## config.mk

```make
export PLATFORM = sky130hd
export DESIGN_NAME = decode_top
export DESIGN_NICKNAME = d
export VERILOG_FILES = /design/src/hw/pipe_pkg.sv /design/src/hw/riscv_pkg.sv /design/src/hw/decode_stage.sv /design/src/hw/decode_top.sv /design/src/hw/fetch_unit.sv /design/src/hw/imm_gen.sv /design/src/hw/instr_fifo.sv /design/src/hw/main_decoder.sv
export SDC_FILE = /design/constraint.sdc
export NUM_CORES = 1
export LEC_CHECK = 0
export ABC_AREA = 1
export BUFFER_PORTS_ARGS = -buffer_cell sky130_fd_sc_hd__buf_2
export CAP_MARGIN = 20
export CORE_ASPECT_RATIO = 0.9
export CORE_MARGIN = 2
export CORE_UTILIZATION = 30
export CTS_BUF_LIST = sky130_fd_sc_hd__clkbuf_8
export DETAILED_ROUTE_END_ITERATION = 8
export GPL_ROUTABILITY_DRIVEN = 0
export HOLD_SLACK_MARGIN = 0.12
export SLEW_MARGIN = 30
export SYNTH_ARGS = -nofsm -noshare
export SYNTH_HDL_FRONTEND = slang
export SYNTH_SLANG_ARGS = --single-unit
```

## constraint.sdc

```tcl
create_clock -name clk -period 3.9 [get_ports clk]
set_clock_uncertainty 0.05 [all_clocks]
set_input_delay 0.78 -clock clk [delete_from_list [all_inputs] [get_ports clk]]
set_output_delay 0.78 -clock clk [all_outputs]
set_load 0.01 [all_outputs]
```

## src/hw/pipe_pkg.sv

```systemverilog
package pipe_pkg;

    typedef logic [31:0] pc_t;

    // Enough for depths up to 15
    typedef logic [3:0] credit_t;

endpackage

```

## src/hw/riscv_pkg.sv

```systemverilog
package riscv_pkg;

    typedef logic [31:0] instr_t;
    typedef logic [6:0]  opcode_t;
    typedef logic [31:0] imm_t;
    typedef logic [2:0]  imm_src_t;
    typedef logic [1:0]  result_src_t;
    typedef logic [2:0]  alu_op_t;

    // Immediate formats
    localparam imm_src_t IMM_I = 3'd0;
    localparam imm_src_t IMM_S = 3'd1;
    localparam imm_src_t IMM_B = 3'd2;
    localparam imm_src_t IMM_J = 3'd3;
    localparam imm_src_t IMM_U = 3'd4;

    // Writeback source
    localparam result_src_t RES_ALU = 2'd0;
    localparam result_src_t RES_MEM = 2'd1;
    localparam result_src_t RES_PC4 = 2'd2;

    // ALU operation classes
    localparam alu_op_t ALU_ADD   = 3'd0;
    localparam alu_op_t ALU_SUB   = 3'd1;
    localparam alu_op_t ALU_FUNCT = 3'd2; // Resolved later from funct3/funct7
    localparam alu_op_t ALU_LUI   = 3'd3;
    localparam alu_op_t ALU_MUL   = 3'd4;
    localparam alu_op_t ALU_DIV   = 3'd5;

    // Opcodes, RV32I plus the custom multiply and divide
    localparam opcode_t OP_R      = 7'd51;
    localparam opcode_t OP_LOAD   = 7'd3;
    localparam opcode_t OP_IMM    = 7'd19;
    localparam opcode_t OP_STORE  = 7'd35;
    localparam opcode_t OP_BRANCH = 7'd99;
    localparam opcode_t OP_JALR   = 7'd103;
    localparam opcode_t OP_JAL    = 7'd111;
    localparam opcode_t OP_LUI    = 7'd55;
    localparam opcode_t OP_AUIPC  = 7'd23;
    localparam opcode_t OP_MUL    = 7'd67; // Custom
    localparam opcode_t OP_DIV    = 7'd68; // Custom

endpackage

```

## src/hw/decode_stage.sv

```systemverilog
`timescale 1ns/100ps

module decode_stage #(
    parameter int OUT_CREDITS = 2
) (
    input  logic                   clk,
    input  logic                   rst,
    input  logic                   fifo_valid,
    input  riscv_pkg::instr_t      fifo_instr,
    input  pipe_pkg::pc_t          fifo_pc,
    output logic                   pop,
    input  logic                   out_credit,
    output logic                   out_valid,
    output pipe_pkg::pc_t          out_pc,
    output riscv_pkg::imm_t        out_imm,
    output logic                   out_jump,
    output logic                   out_branch,
    output riscv_pkg::result_src_t out_result_src,
    output logic                   out_mem_write,
    output logic                   out_alu_src,
    output riscv_pkg::imm_src_t    out_imm_src,
    output logic                   out_reg_write,
    output riscv_pkg::alu_op_t     out_alu_op,
    output logic                   out_jalr,
    output logic                   out_op1_pc,
    output logic                   out_rs1_used,
    output logic                   out_rs2_used,
    output logic                   out_mul_en,
    output logic                   out_div_en,
    output logic                   out_illegal
);

    pipe_pkg::credit_t      credits; // Slots free in the execute stage
    logic                   jump, branch, mem_write, alu_src, reg_write, jalr;
    logic                   op1_pc, rs1_used, rs2_used, mul_en, div_en, illegal;
    riscv_pkg::result_src_t result_src;
    riscv_pkg::imm_src_t    imm_src;
    riscv_pkg::alu_op_t     alu_op;
    riscv_pkg::imm_t        imm;

    main_decoder main_decoder_i (
        .opcode(fifo_instr[6:0]), .jump(jump), .branch(branch), .result_src(result_src),
        .mem_write(mem_write), .alu_src(alu_src), .imm_src(imm_src),
        .reg_write(reg_write), .alu_op(alu_op), .jalr(jalr), .op1_pc(op1_pc),
        .rs1_used(rs1_used), .rs2_used(rs2_used), .mul_en(mul_en), .div_en(div_en),
        .illegal(illegal)
    );

    imm_gen imm_gen_i (.instr(fifo_instr), .imm_src(imm_src), .imm(imm));

    assign pop = fifo_valid && (credits != '0);

    always_ff @(posedge clk) begin
        if (rst) begin
            credits   <= pipe_pkg::credit_t'(OUT_CREDITS);
            out_valid <= 1'b0;
        end else begin
            out_valid <= pop; // Single cycle per instruction
            credits   <= credits - pipe_pkg::credit_t'(pop)
                         + pipe_pkg::credit_t'(out_credit);
        end
    end

    always_ff @(posedge clk) begin
        if (pop) begin
            out_pc         <= fifo_pc;
            out_imm        <= imm;
            out_jump       <= jump;
            out_branch     <= branch;
            out_result_src <= result_src;
            out_mem_write  <= mem_write;
            out_alu_src    <= alu_src;
            out_imm_src    <= imm_src;
            out_reg_write  <= reg_write;
            out_alu_op     <= alu_op;
            out_jalr       <= jalr;
            out_op1_pc     <= op1_pc;
            out_rs1_used   <= rs1_used;
            out_rs2_used   <= rs2_used;
            out_mul_en     <= mul_en;
            out_div_en     <= div_en;
            out_illegal    <= illegal;
        end
    end

    // Consumer must never return more credits than it was given
    a_credit_bound: assert property (@(posedge clk) disable iff (rst)
        credits <= pipe_pkg::credit_t'(OUT_CREDITS));

endmodule

```

## src/hw/decode_top.sv

```systemverilog
`timescale 1ns/100ps

module decode_top #(
    parameter int            FIFO_DEPTH  = 4,
    parameter int            OUT_CREDITS = 2,
    parameter pipe_pkg::pc_t RESET_PC    = '0
) (
    input  logic                   clk,
    input  logic                   rst,
    input  logic                   in_valid,
    input  riscv_pkg::instr_t      in_instr,
    output logic                   in_credit,
    input  logic                   out_credit,
    output logic                   out_valid,
    output pipe_pkg::pc_t          out_pc,
    output riscv_pkg::imm_t        out_imm,
    output logic                   out_jump,
    output logic                   out_branch,
    output riscv_pkg::result_src_t out_result_src,
    output logic                   out_mem_write,
    output logic                   out_alu_src,
    output riscv_pkg::imm_src_t    out_imm_src,
    output logic                   out_reg_write,
    output riscv_pkg::alu_op_t     out_alu_op,
    output logic                   out_jalr,
    output logic                   out_op1_pc,
    output logic                   out_rs1_used,
    output logic                   out_rs2_used,
    output logic                   out_mul_en,
    output logic                   out_div_en,
    output logic                   out_illegal
);

    logic              push, pop, fifo_valid, fifo_credit;
    riscv_pkg::instr_t push_instr, fifo_instr;
    pipe_pkg::pc_t     push_pc, fifo_pc;

    fetch_unit #(.FIFO_DEPTH(FIFO_DEPTH), .RESET_PC(RESET_PC)) fetch_unit_i (
        .clk(clk), .rst(rst), .in_valid(in_valid), .in_instr(in_instr),
        .in_credit(in_credit), .push(push), .push_instr(push_instr),
        .push_pc(push_pc), .fifo_credit(fifo_credit)
    );

    instr_fifo #(.FIFO_DEPTH(FIFO_DEPTH)) instr_fifo_i (
        .clk(clk), .rst(rst), .push(push), .push_instr(push_instr),
        .push_pc(push_pc), .fifo_valid(fifo_valid), .fifo_instr(fifo_instr),
        .fifo_pc(fifo_pc), .pop(pop), .fifo_credit(fifo_credit)
    );

    decode_stage #(.OUT_CREDITS(OUT_CREDITS)) decode_stage_i (
        .clk(clk), .rst(rst), .fifo_valid(fifo_valid), .fifo_instr(fifo_instr),
        .fifo_pc(fifo_pc), .pop(pop), .out_credit(out_credit), .out_valid(out_valid),
        .out_pc(out_pc), .out_imm(out_imm), .out_jump(out_jump),
        .out_branch(out_branch), .out_result_src(out_result_src),
        .out_mem_write(out_mem_write), .out_alu_src(out_alu_src),
        .out_imm_src(out_imm_src), .out_reg_write(out_reg_write),
        .out_alu_op(out_alu_op), .out_jalr(out_jalr), .out_op1_pc(out_op1_pc),
        .out_rs1_used(out_rs1_used), .out_rs2_used(out_rs2_used),
        .out_mul_en(out_mul_en), .out_div_en(out_div_en), .out_illegal(out_illegal)
    );

endmodule

```

## src/hw/fetch_unit.sv

```systemverilog
`timescale 1ns/100ps

module fetch_unit #(
    parameter int            FIFO_DEPTH = 4,
    parameter pipe_pkg::pc_t RESET_PC   = '0
) (
    input  logic              clk,
    input  logic              rst,
    input  logic              in_valid,
    input  riscv_pkg::instr_t in_instr,
    output logic              in_credit,
    output logic              push,
    output riscv_pkg::instr_t push_instr,
    output pipe_pkg::pc_t     push_pc,
    input  logic              fifo_credit
);

    logic              slot_valid;
    riscv_pkg::instr_t slot_instr;
    pipe_pkg::pc_t     slot_pc;
    pipe_pkg::pc_t     pc;
    pipe_pkg::credit_t credits; // Free FIFO entries as seen from here

    assign push       = slot_valid && (credits != '0);
    assign push_instr = slot_instr;
    assign push_pc    = slot_pc;

    always_ff @(posedge clk) begin
        if (rst) begin
            slot_valid <= 1'b0;
            pc         <= RESET_PC;
            credits    <= pipe_pkg::credit_t'(FIFO_DEPTH);
            in_credit  <= 1'b0;
        end else begin
            in_credit <= push; // Slot freed, source may send again
            credits   <= credits - pipe_pkg::credit_t'(push)
                         + pipe_pkg::credit_t'(fifo_credit);
            if (push)
                slot_valid <= 1'b0;
            if (in_valid) begin
                slot_valid <= 1'b1;
                pc         <= pc + 32'd4; // No redirect in this front end
            end
        end
    end

    always_ff @(posedge clk) begin
        if (in_valid) begin
            slot_instr <= in_instr; // Tag with the current PC
            slot_pc    <= pc;
        end
    end

    a_push_credit: assert property (@(posedge clk) disable iff (rst)
        push |-> credits inside {[1:FIFO_DEPTH]});

    a_no_overrun: assert property (@(posedge clk) disable iff (rst)
        in_valid |-> !slot_valid);

endmodule

```

## src/hw/imm_gen.sv

```systemverilog
`timescale 1ns/100ps

module imm_gen (
    input  riscv_pkg::instr_t   instr,
    input  riscv_pkg::imm_src_t imm_src,
    output riscv_pkg::imm_t     imm
);

    logic sign;

    assign sign = instr[31];

    always_comb begin
        case (imm_src)
            riscv_pkg::IMM_I: imm = {{20{sign}}, instr[31:20]};
            riscv_pkg::IMM_S: imm = {{20{sign}}, instr[31:25], instr[11:7]};
            riscv_pkg::IMM_B: begin
                imm = {{19{sign}}, sign, instr[7], instr[30:25], instr[11:8], 1'b0};
            end
            riscv_pkg::IMM_J: begin
                imm = {{11{sign}}, sign, instr[19:12], instr[20], instr[30:21], 1'b0};
            end
            riscv_pkg::IMM_U: imm = {instr[31:12], 12'b0}; // Upper bits only
            default:          imm = '0;
        endcase
    end

endmodule

```

## src/hw/instr_fifo.sv

```systemverilog
`timescale 1ns/100ps

module instr_fifo #(
    parameter int FIFO_DEPTH = 4
) (
    input  logic              clk,
    input  logic              rst,
    input  logic              push,
    input  riscv_pkg::instr_t push_instr,
    input  pipe_pkg::pc_t     push_pc,
    output logic              fifo_valid,
    output riscv_pkg::instr_t fifo_instr,
    output pipe_pkg::pc_t     fifo_pc,
    input  logic              pop,
    output logic              fifo_credit
);

    localparam int PTR_W = (FIFO_DEPTH > 1) ? $clog2(FIFO_DEPTH) : 1;
    localparam int CNT_W = $clog2(FIFO_DEPTH + 1);

    riscv_pkg::instr_t mem_instr [FIFO_DEPTH];
    pipe_pkg::pc_t     mem_pc    [FIFO_DEPTH];
    logic [PTR_W-1:0]  wr_ptr;
    logic [PTR_W-1:0]  rd_ptr;
    logic [CNT_W-1:0]  count;

    function automatic logic [PTR_W-1:0] next_ptr(input logic [PTR_W-1:0] ptr);
        return (ptr == PTR_W'(FIFO_DEPTH - 1)) ? '0 : ptr + 1'b1; // Wraps for any depth
    endfunction

    assign fifo_valid = (count != '0);
    assign fifo_instr = mem_instr[rd_ptr];
    assign fifo_pc    = mem_pc[rd_ptr];

    always_ff @(posedge clk) begin
        if (rst) begin
            wr_ptr      <= '0;
            rd_ptr      <= '0;
            count       <= '0;
            fifo_credit <= 1'b0;
        end else begin
            fifo_credit <= pop; // One credit back per entry freed
            if (push)
                wr_ptr <= next_ptr(wr_ptr);
            if (pop)
                rd_ptr <= next_ptr(rd_ptr);
            count <= count + CNT_W'(push) - CNT_W'(pop);
        end
    end

    always_ff @(posedge clk) begin
        if (push) begin
            mem_instr[wr_ptr] <= push_instr;
            mem_pc[wr_ptr]    <= push_pc;
        end
    end

    // Fetch credits must keep the writer from overfilling
    a_no_overflow: assert property (@(posedge clk) disable iff (rst)
        push |-> (count < CNT_W'(FIFO_DEPTH)) || pop);

    a_no_underflow: assert property (@(posedge clk) disable iff (rst)
        pop |-> fifo_valid);

endmodule

```

## src/hw/main_decoder.sv

```systemverilog
`timescale 1ns/100ps

module main_decoder (
    input  riscv_pkg::opcode_t     opcode,

    output logic                   jump,
    output logic                   branch,
    output riscv_pkg::result_src_t result_src,
    output logic                   mem_write,
    output logic                   alu_src,
    output riscv_pkg::imm_src_t    imm_src,
    output logic                   reg_write,
    output riscv_pkg::alu_op_t     alu_op,
    output logic                   jalr,
    output logic                   op1_pc,
    output logic                   rs1_used,
    output logic                   rs2_used,
    output logic                   mul_en,
    output logic                   div_en,
    output logic                   illegal
);

    always_comb begin
        jump       = 1'b0; // Everything off unless the opcode says otherwise
        branch     = 1'b0;
        result_src = riscv_pkg::RES_ALU;
        mem_write  = 1'b0;
        alu_src    = 1'b0;
        imm_src    = riscv_pkg::IMM_I;
        reg_write  = 1'b0;
        alu_op     = riscv_pkg::ALU_ADD;
        jalr       = 1'b0;
        op1_pc     = 1'b0;
        rs1_used   = 1'b0;
        rs2_used   = 1'b0;
        mul_en     = 1'b0;
        div_en     = 1'b0;
        illegal    = 1'b0;

        case (opcode)
            riscv_pkg::OP_R: begin
                reg_write = 1'b1;
                alu_op    = riscv_pkg::ALU_FUNCT;
                rs1_used  = 1'b1;
                rs2_used  = 1'b1;
            end
            riscv_pkg::OP_LOAD: begin
                result_src = riscv_pkg::RES_MEM;
                alu_src    = 1'b1;
                reg_write  = 1'b1; // Address is rs1 + imm
                rs1_used   = 1'b1;
            end
            riscv_pkg::OP_IMM: begin
                alu_src   = 1'b1;
                reg_write = 1'b1;
                alu_op    = riscv_pkg::ALU_FUNCT;
                rs1_used  = 1'b1;
            end
            riscv_pkg::OP_STORE: begin
                mem_write = 1'b1;
                alu_src   = 1'b1;
                imm_src   = riscv_pkg::IMM_S;
                rs1_used  = 1'b1;
                rs2_used  = 1'b1;
            end
            riscv_pkg::OP_BRANCH: begin
                branch   = 1'b1;
                imm_src  = riscv_pkg::IMM_B;
                alu_op   = riscv_pkg::ALU_SUB; // Compare by subtraction
                rs1_used = 1'b1;
                rs2_used = 1'b1;
            end
            riscv_pkg::OP_JALR: begin
                jump      = 1'b1;
                alu_src   = 1'b1;
                reg_write = 1'b1;
                jalr      = 1'b1; // Target is rs1 + imm
                rs1_used  = 1'b1;
            end
            riscv_pkg::OP_JAL: begin
                jump       = 1'b1;
                result_src = riscv_pkg::RES_PC4; // Link address
                alu_src    = 1'b1;
                imm_src    = riscv_pkg::IMM_J;
                reg_write  = 1'b1;
            end
            riscv_pkg::OP_LUI: begin
                alu_src   = 1'b1;
                imm_src   = riscv_pkg::IMM_U;
                reg_write = 1'b1;
                alu_op    = riscv_pkg::ALU_LUI;
            end
            riscv_pkg::OP_AUIPC: begin
                alu_src   = 1'b1;
                imm_src   = riscv_pkg::IMM_U;
                reg_write = 1'b1;
                op1_pc    = 1'b1; // PC replaces rs1
            end
            riscv_pkg::OP_MUL: begin
                alu_src   = 1'b1;
                reg_write = 1'b1;
                alu_op    = riscv_pkg::ALU_MUL;
                rs1_used  = 1'b1;
                rs2_used  = 1'b1;
                mul_en    = 1'b1;
            end
            riscv_pkg::OP_DIV: begin
                alu_src   = 1'b1;
                reg_write = 1'b1;
                alu_op    = riscv_pkg::ALU_DIV;
                rs1_used  = 1'b1;
                rs2_used  = 1'b1;
                div_en    = 1'b1;
            end
            default: illegal = 1'b1; // Controls stay at zero
        endcase
    end

endmodule

```

=== After elaboration in Yosys (flattened, before gate mapping) ===
Memories as Yosys holds them, arrays and structs flattened. A register that Yosys moved wholly into a read port is not among the register bits.
Cells that the tools add are included.

* Output and inout bits: 86
* Word-level logic and storage cells: 94
* Bits in writable memories: 256
* Bits of input ports: 36
* Memories kept: 2
* Bits in registers: 166

{| class="wikitable"
|+ Memories
! memory !! depth !! bits a word !! read ports !! clocked after Yosys merged registers in !! wr ports !! RTL line !! text
|-
| instr_fifo_i.mem_instr || 4 || 32 || 1 || 1 || 1 || instr_fifo.sv:21 || <nowiki>riscv_pkg::instr_t mem_instr [FIFO_DEPTH];</nowiki>
|-
| instr_fifo_i.mem_pc || 4 || 32 || 1 || 1 || 1 || instr_fifo.sv:22 || <nowiki>pipe_pkg::pc_t mem_pc [FIFO_DEPTH];</nowiki>
|}

* Multiplexer cells: 24
* Equal/unequal tests: 17
* Reductions and logical operators: 15
* Add/subtract/negate cells: 9

{| class="wikitable"
|+ Operators by type and width
! kind !! number
|-
| one-hot mux 32 bit (5 select lines) || 1
|-
| equality test 7 bit (second input constant) || 5
|-
| adder 32 x 3 -> 32 bit (second input constant) || 1
|-
| equality test 7 x 6 -> 1 bit (second input constant) || 3
|-
| OR reduction 9 bit || 2
|-
| two-way mux 1 bit || 16
|-
| one-hot mux 3 bit (5 select lines) || 1
|-
| equality test 7 x 5 -> 1 bit (second input constant) || 2
|-
| one-hot mux 3 bit (4 select lines) || 1
|-
| OR reduction 11 bit || 1
|-
| adder 4 x 1 -> 4 bit || 2
|-
| two-way mux 2 bit || 4
|-
| nonzero test 4 bit || 2
|-
| OR reduction 8 bit || 1
|-
| subtractor 4 x 1 -> 4 bit || 2
|-
| equality test 7 x 2 -> 1 bit (second input constant) || 1
|-
| equality test 3 x 2 -> 1 bit (second input constant) || 2
|-
| OR reduction 2 bit || 3
|-
| OR reduction 5 bit || 1
|-
| adder 2 x 1 -> 2 bit (second input constant) || 2
|-
| equality test 2 bit (second input constant) || 2
|-
| one-hot mux 2 bit (2 select lines) || 1
|-
| adder 3 x 1 -> 3 bit || 1
|-
| equality test 3 x 1 -> 1 bit (second input constant) || 1
|-
| 6 further kinds || 7
|}

=== Logic depth before layout (Yosys ltp) ===
* Word-level depth: 5
* Mapped depth: 13
* Mapped depth without buffers: 13

=== Modules after synthesis ===
Synthesis repeated with hierarchy kept, for this count alone.

* Cell total of the unflattened synthesis: 1,448
* Area total of the unflattened synthesis: 17,878.4 um^2

{| class="wikitable"
|+ Modules (own cells, without submodules)
! module !! sequential area each (um^2) !! area each (um^2) !! instances !! cells each
|-
| instr_fifo || 7,887.6 || 10,458.8 || 1 || 806
|-
| fetch_unit || 2,582.5 || 3,881.2 || 1 || 368
|-
| decode_stage || 2,622.5 || 2,821.5 || 1 || 122
|-
| imm_gen || 0.0 || 386.6 || 1 || 83
|-
| main_decoder || 0.0 || 330.3 || 1 || 69
|}

=== Worst setup path before layout ===
OpenSTA, ideal clock, no wires.

* Path kind: reg-to-reg
* Start: register fetch_unit_i.credits[2]
* End: memory instr_fifo_i.mem_instr[0][0] in the netlist's numbering, enable pin
* Data required time: 3,368 ps
* Buffers on the path: 0
* Cell stages (with the launch flop): 6
* Library setup time: 482 ps
* Slack: -293 ps
* Data arrival time: 3,661 ps
* Period minus slack after synthesis: 4,193 ps
* Cell sequence: dfxtp_1 inv_1 ha_1 a31oi_1 clkinv_1 nor2_1

* Cells in the longest elaborated chain, start to end: 4

{| class="wikitable"
|+ RTL lines
! element !! RTL line !! text
|-
| start: declaration || fetch_unit.sv:22 || <nowiki>pipe_pkg::credit_t credits;</nowiki>
|-
| start signal: assignment || fetch_unit.sv:32 || <nowiki>credits <= pipe_pkg::credit_t'(FIFO_DEPTH);</nowiki>
|-
| start signal: assignment || fetch_unit.sv:36 || <nowiki>credits <= credits - pipe_pkg::credit_t'(push)</nowiki>
|-
| nonzero test 4 bit || fetch_unit.sv:24 || <nowiki>assign push = slot_valid && (credits != '0);</nowiki>
|-
| logical AND 1 bit || fetch_unit.sv:24 ||
|-
| via fetch_unit_i.push || fetch_unit.sv:12 || <nowiki>output logic push,</nowiki>
|-
| two-way mux 1 bit || instr_fifo.sv:52 || <nowiki>if (push) begin</nowiki>
|-
| two-way mux 1 bit (not written as such) || instr_fifo.sv:53 || <nowiki>mem_instr[wr_ptr] <= push_instr;</nowiki>
|-
| end: declaration || instr_fifo.sv:21 ||
|}

The timed path passes the listed nets, and every way through them passes these cells.

==> results by group <==
Finish
  – Fin nets: 1520
  – Number of fill cells: 5394
  – Reg area: about 13000 sq um
  – Layout cells sized above 1: 16.91%
  – Multi-input logic area: 3550 sq um
  – Syn-to-layout area delta: 16.23%
  – Final std cells w/o fill: 2271

Logic synthesis
  – Area share of the largest cell type after synthesis: 69.52%
  – Post-Syn Area per Cell: between 10 and 15 sq um
  – Cell taking the most area after synthesis: edfxtp_1
  – Synth Flop Type: edfxtp_1
  – Mapped cell area: 16930 sq um
  – Ys Warns: 0
  – Register area share after synthesis: 75.44%
  – Synth top area cells: edfxtp_1 (70%), dfxtp_1 (5.9%), nand2_1 (4.6%), nor2_1 (3.5%), o21ai_0 (2.9%)
  – Distinct cells, synth: 41
  – Yosys reg bits: between 400 and 500
  – Mapped Cells: 1310
  – Share of synthesized flip-flops with an asynchronous set or reset: 0%
  – Number of flops mapped to enable cells by yosys: 392

Timing
  – Hold Fails Final Rpt: 0
  – Tightest Pin Transition: 950.6 ps
  – Slew Viols, Final: 0
  – Relative slew margins: 36.62%
  – Final period utilization: 72.40%
  – Worst hold slack: 293.9 ps
  – Fmax: between 300 and 400 MHz
  – Final setup viols: 0
  – Final worst setup slack: 1076 ps
  – RSZ-0062 raised after global routing: false
  – Minimum clock period after layout: roughly 2800 ps

Floorplan
  – I/O pins: 122
  – Die ar.: 58360 sq um
  – Initial Utilization: 30.39%
  – Core area: around 56000 sq um
  – DIE WIDTH: about 250 microns
  – Number of core rows: about 80
  – Die H: ~230 microns

Run status
  – Status: completed

CTS
  – Total CTS buffers: 66
  – Clock Path Buffers: 3
  – Reg clk slew, reported paths: 60 ps
  – Num Clock Sinks: 442
  – Post-CTS Setup Inserts: 0
  – CTS tree: done
  – H-tree depth: 3
  – Worst-Skew Late Latency: 620 ps
  – Clock tree root buffer cell: clkbuf_8
  – Total of cells resized after clock tree synthesis: 0
  – Hold_buf cts: 0

Power
  – Cell Pwr Density: between 600 and 700 nW/um^2
  – Clock power frac: 26.1%
  – Worst IR drop on VDD: 0.0003783 V
  – Switching part of the total power: 33.12%
  – Cell leakage power: around 0.0074 uW
  – Int Pwr: 9088 uW
  – Sequential power share: 47.5%
  – Sw power: 4500 uW
  – Combinational share of power: between 20% and 30%

GRT
  – Vias in the first global route: 9979
  – Global route overflow: 0
  – Largest net degree at the start of global routing: 68
  – Initial antenna violation count: 0
  – GRT Util Overall: 12.57%
  – First-pass GRT wire length: 56.36 mm

Drt
  – Wire length per cell: ~16 microns
  – Via count of the routed design: about 10000
  – WL final: 36.18 mm
  – Via density: 4.487
  – Final ANT Viol Nets: 0
  – DRC violations left: 0
  – DRT Pass-1 Iters: 5
  – Drt initial violations: 741

Place
  – Detailed placer's ending HPWL: 22.37 mm
  – I/O Buffers: 119
  – Inst Count DP: around 2200
  – DP Worst Slack: 1065 ps

Worst setup path
  – Crit path max-delay cell type: inv_2
  – CP required: 4210 ps
  – Max FO, Critical Path: 48
  – WP buf/inv: 2
  – Worst Setup Start Kind: register
  – Worst setup path class: reg -> reg
  – FF-to-FF setup slack: between 1000 and 1500 ps
  – Critical Path Max Stage Delay: 570 ps
  – Cell family with most CP delay: simple AND/OR/NAND/NOR gates
  – Arr. time, crit path: approximately 3100 ps
  – Crit end category: register
  – Critical path cell sequence: inv_2 -> nand2_1 -> nand2_1 -> nand2_1 -> nand2_1 -> nand2_1 -> nor2_2 -> nand2_2 -> nand2_1 -> inv_1 -> nand2_2 -> nand2_1
  – Most used cell, CP: nand2_1

Job
  – Max-cap viol count: 0

Hold path
  – Hold crit path type: in -> reg
-- path summary, 6_finish.rpt --
kind | to | from | cells past startpoint
min reg2reg | instr_fifo_i.mem_pc[1][30] | fetch_unit_i.push_pc[30] | 0
max | decode_stage_i.out_imm[13] | register | 12
min | fetch_unit_i.push_instr[29] | in_instr[29] | 1
max reg2reg | decode_stage_i.out_imm[13] | register | 12
-- worst register-to-register path, stage by stage, from the launching register on --
cell and delay, ps:
dfxtp_2 320, inv_2 570, nand2_1 160, nand2_1 100, nand2_1 60, nand2_1 80, nand2_1 130, nor2_2 200
nand2_2 220, nand2_1 330, inv_1 130, nand2_2 160, nand2_1 80
-- flip-flops by register name, summed over array words and instances (netlist names), 2 cells and up, named ones only --
| name | count |
|---|---|
| fetch_unit_i.push_pc | 30 |
| decode_stage_i.out_imm_src | 3 |
| decode_stage_i.credits | 4 |
| instr_fifo_i.mem_pc | 120 |
| fetch_unit_i.credits | 4 |
| instr_fifo_i.rd_ptr | 2 |
| decode_stage_i.out_alu_op | 3 |
| decode_stage_i.out_pc | 30 |
| instr_fifo_i.count | 3 |
| fetch_unit_i.pc | 30 |
| decode_stage_i.out_imm | 32 |
| instr_fifo_i.wr_ptr | 2 |
| decode_stage_i.out_result_src | 2 |
| instr_fifo_i.mem_instr | 128 |
| fetch_unit_i.push_instr | 32 |
-- Yosys cell counts (all sizes together) (2+ instances only) --
cell / number
dfxtp: 50
or2: 13
o21ai: 102
nand2: 217
clkbuf: 28
o21a: 2
nor3: 15
nand4: 7
o22ai: 39
nand3: 52
a21oi: 50
xor2: 4
edfxtp: 392
a211oi: 3
nor3b: 2
a32oi: 4
fa: 3
a22oi: 10
inv: 103
ha: 18
nor4: 2
buf: 23
nor2: 162
clkinv: 3
-- power by group through the flow --
stage | combinational, uW | clock (uW) | sequential, uW
after floorplan | 2090 | 0 | 6760
after global placement | 3540 | 0 | 6580
after detailed placement | 3640 | 0 | 6570
after CTS | 3650 | 3670 | 6490
after global routing | 4050 | 3870 | 6550
final | 3590 | 3540 | 6460
-- cell families after synthesis --
logic type	share of synthesized area (%)
and+or+nand+nor	11.76
DFF	75.44
AOI/OAI and AO/OA	7.043
buffers and inverters	3.798
adders and majority gates	1.685
xor gates and xnor gates	0.2586
other	0.02215
-- final cells by class --
cell class | count | area share, %
inverter | 106 | 2.041
timing repair buffer | 135 | 3.904
sequential | 442 | 64.92
clock inverter | 48 | 1.316
clock buffer | 71 | 4.966
multi-input combinational | 712 | 18.04
antenna | 1 | 0.01272
tap | 756 | 4.807
-- metal layers --
metal  global-route usage, %  vias to the layer above  routed length (microns)
met4                   3.805                        0                      589
met3                   2.898                       51                     2016
met1                   16.60                     4959                    16150
met2                   20.51                      252                    17430
li1                        -                     4927                        -
met5                       0                        -                        0
-- placed cells by master, fill, tap and decap left out, drive strengths merged --
cell type,n
o21ai,102
inv,133
o221a,1
nand3b,1
conb,2
a32oi,4
nand4,7
nand2,217
clkinv,17
xnor2,1
or2,13
and3,1
nor3,15
nand3,52
nor4,2
nor2,162
o22ai,39
a31oi,1
a22oi,10
clkinvlp,2
dfxtp,50
edfxtp,392
fa,3
ha,18
nor3b,2
o21a,2
clkbuf,71
diode,1
buf,135
a211oi,3
xor2,4
bufinv,2
a21oi,50
-- metrics by stage --
| stage | setup TNS (ps) | total power (uW) | cell area (sq um) | utilization (%) |
|---|---|---|---|---|
| 2_1_floorplan | -72740 | 8844 | 16940 | - |
| 3_3_place_gp | 0 | 10130 | 18440 | 33.10 |
| 3_5_place_dp | 0 | 10210 | 18440 | 33.10 |
| 4_1_cts | 0 | 13810 | 19680 | 35.32 |
| 5_1_grt | 0 | 14460 | 19680 | 35.32 |
| 6_report | 0 | 13590 | 19680 | 35.32 |
Power figures use the tool's default switching activity.
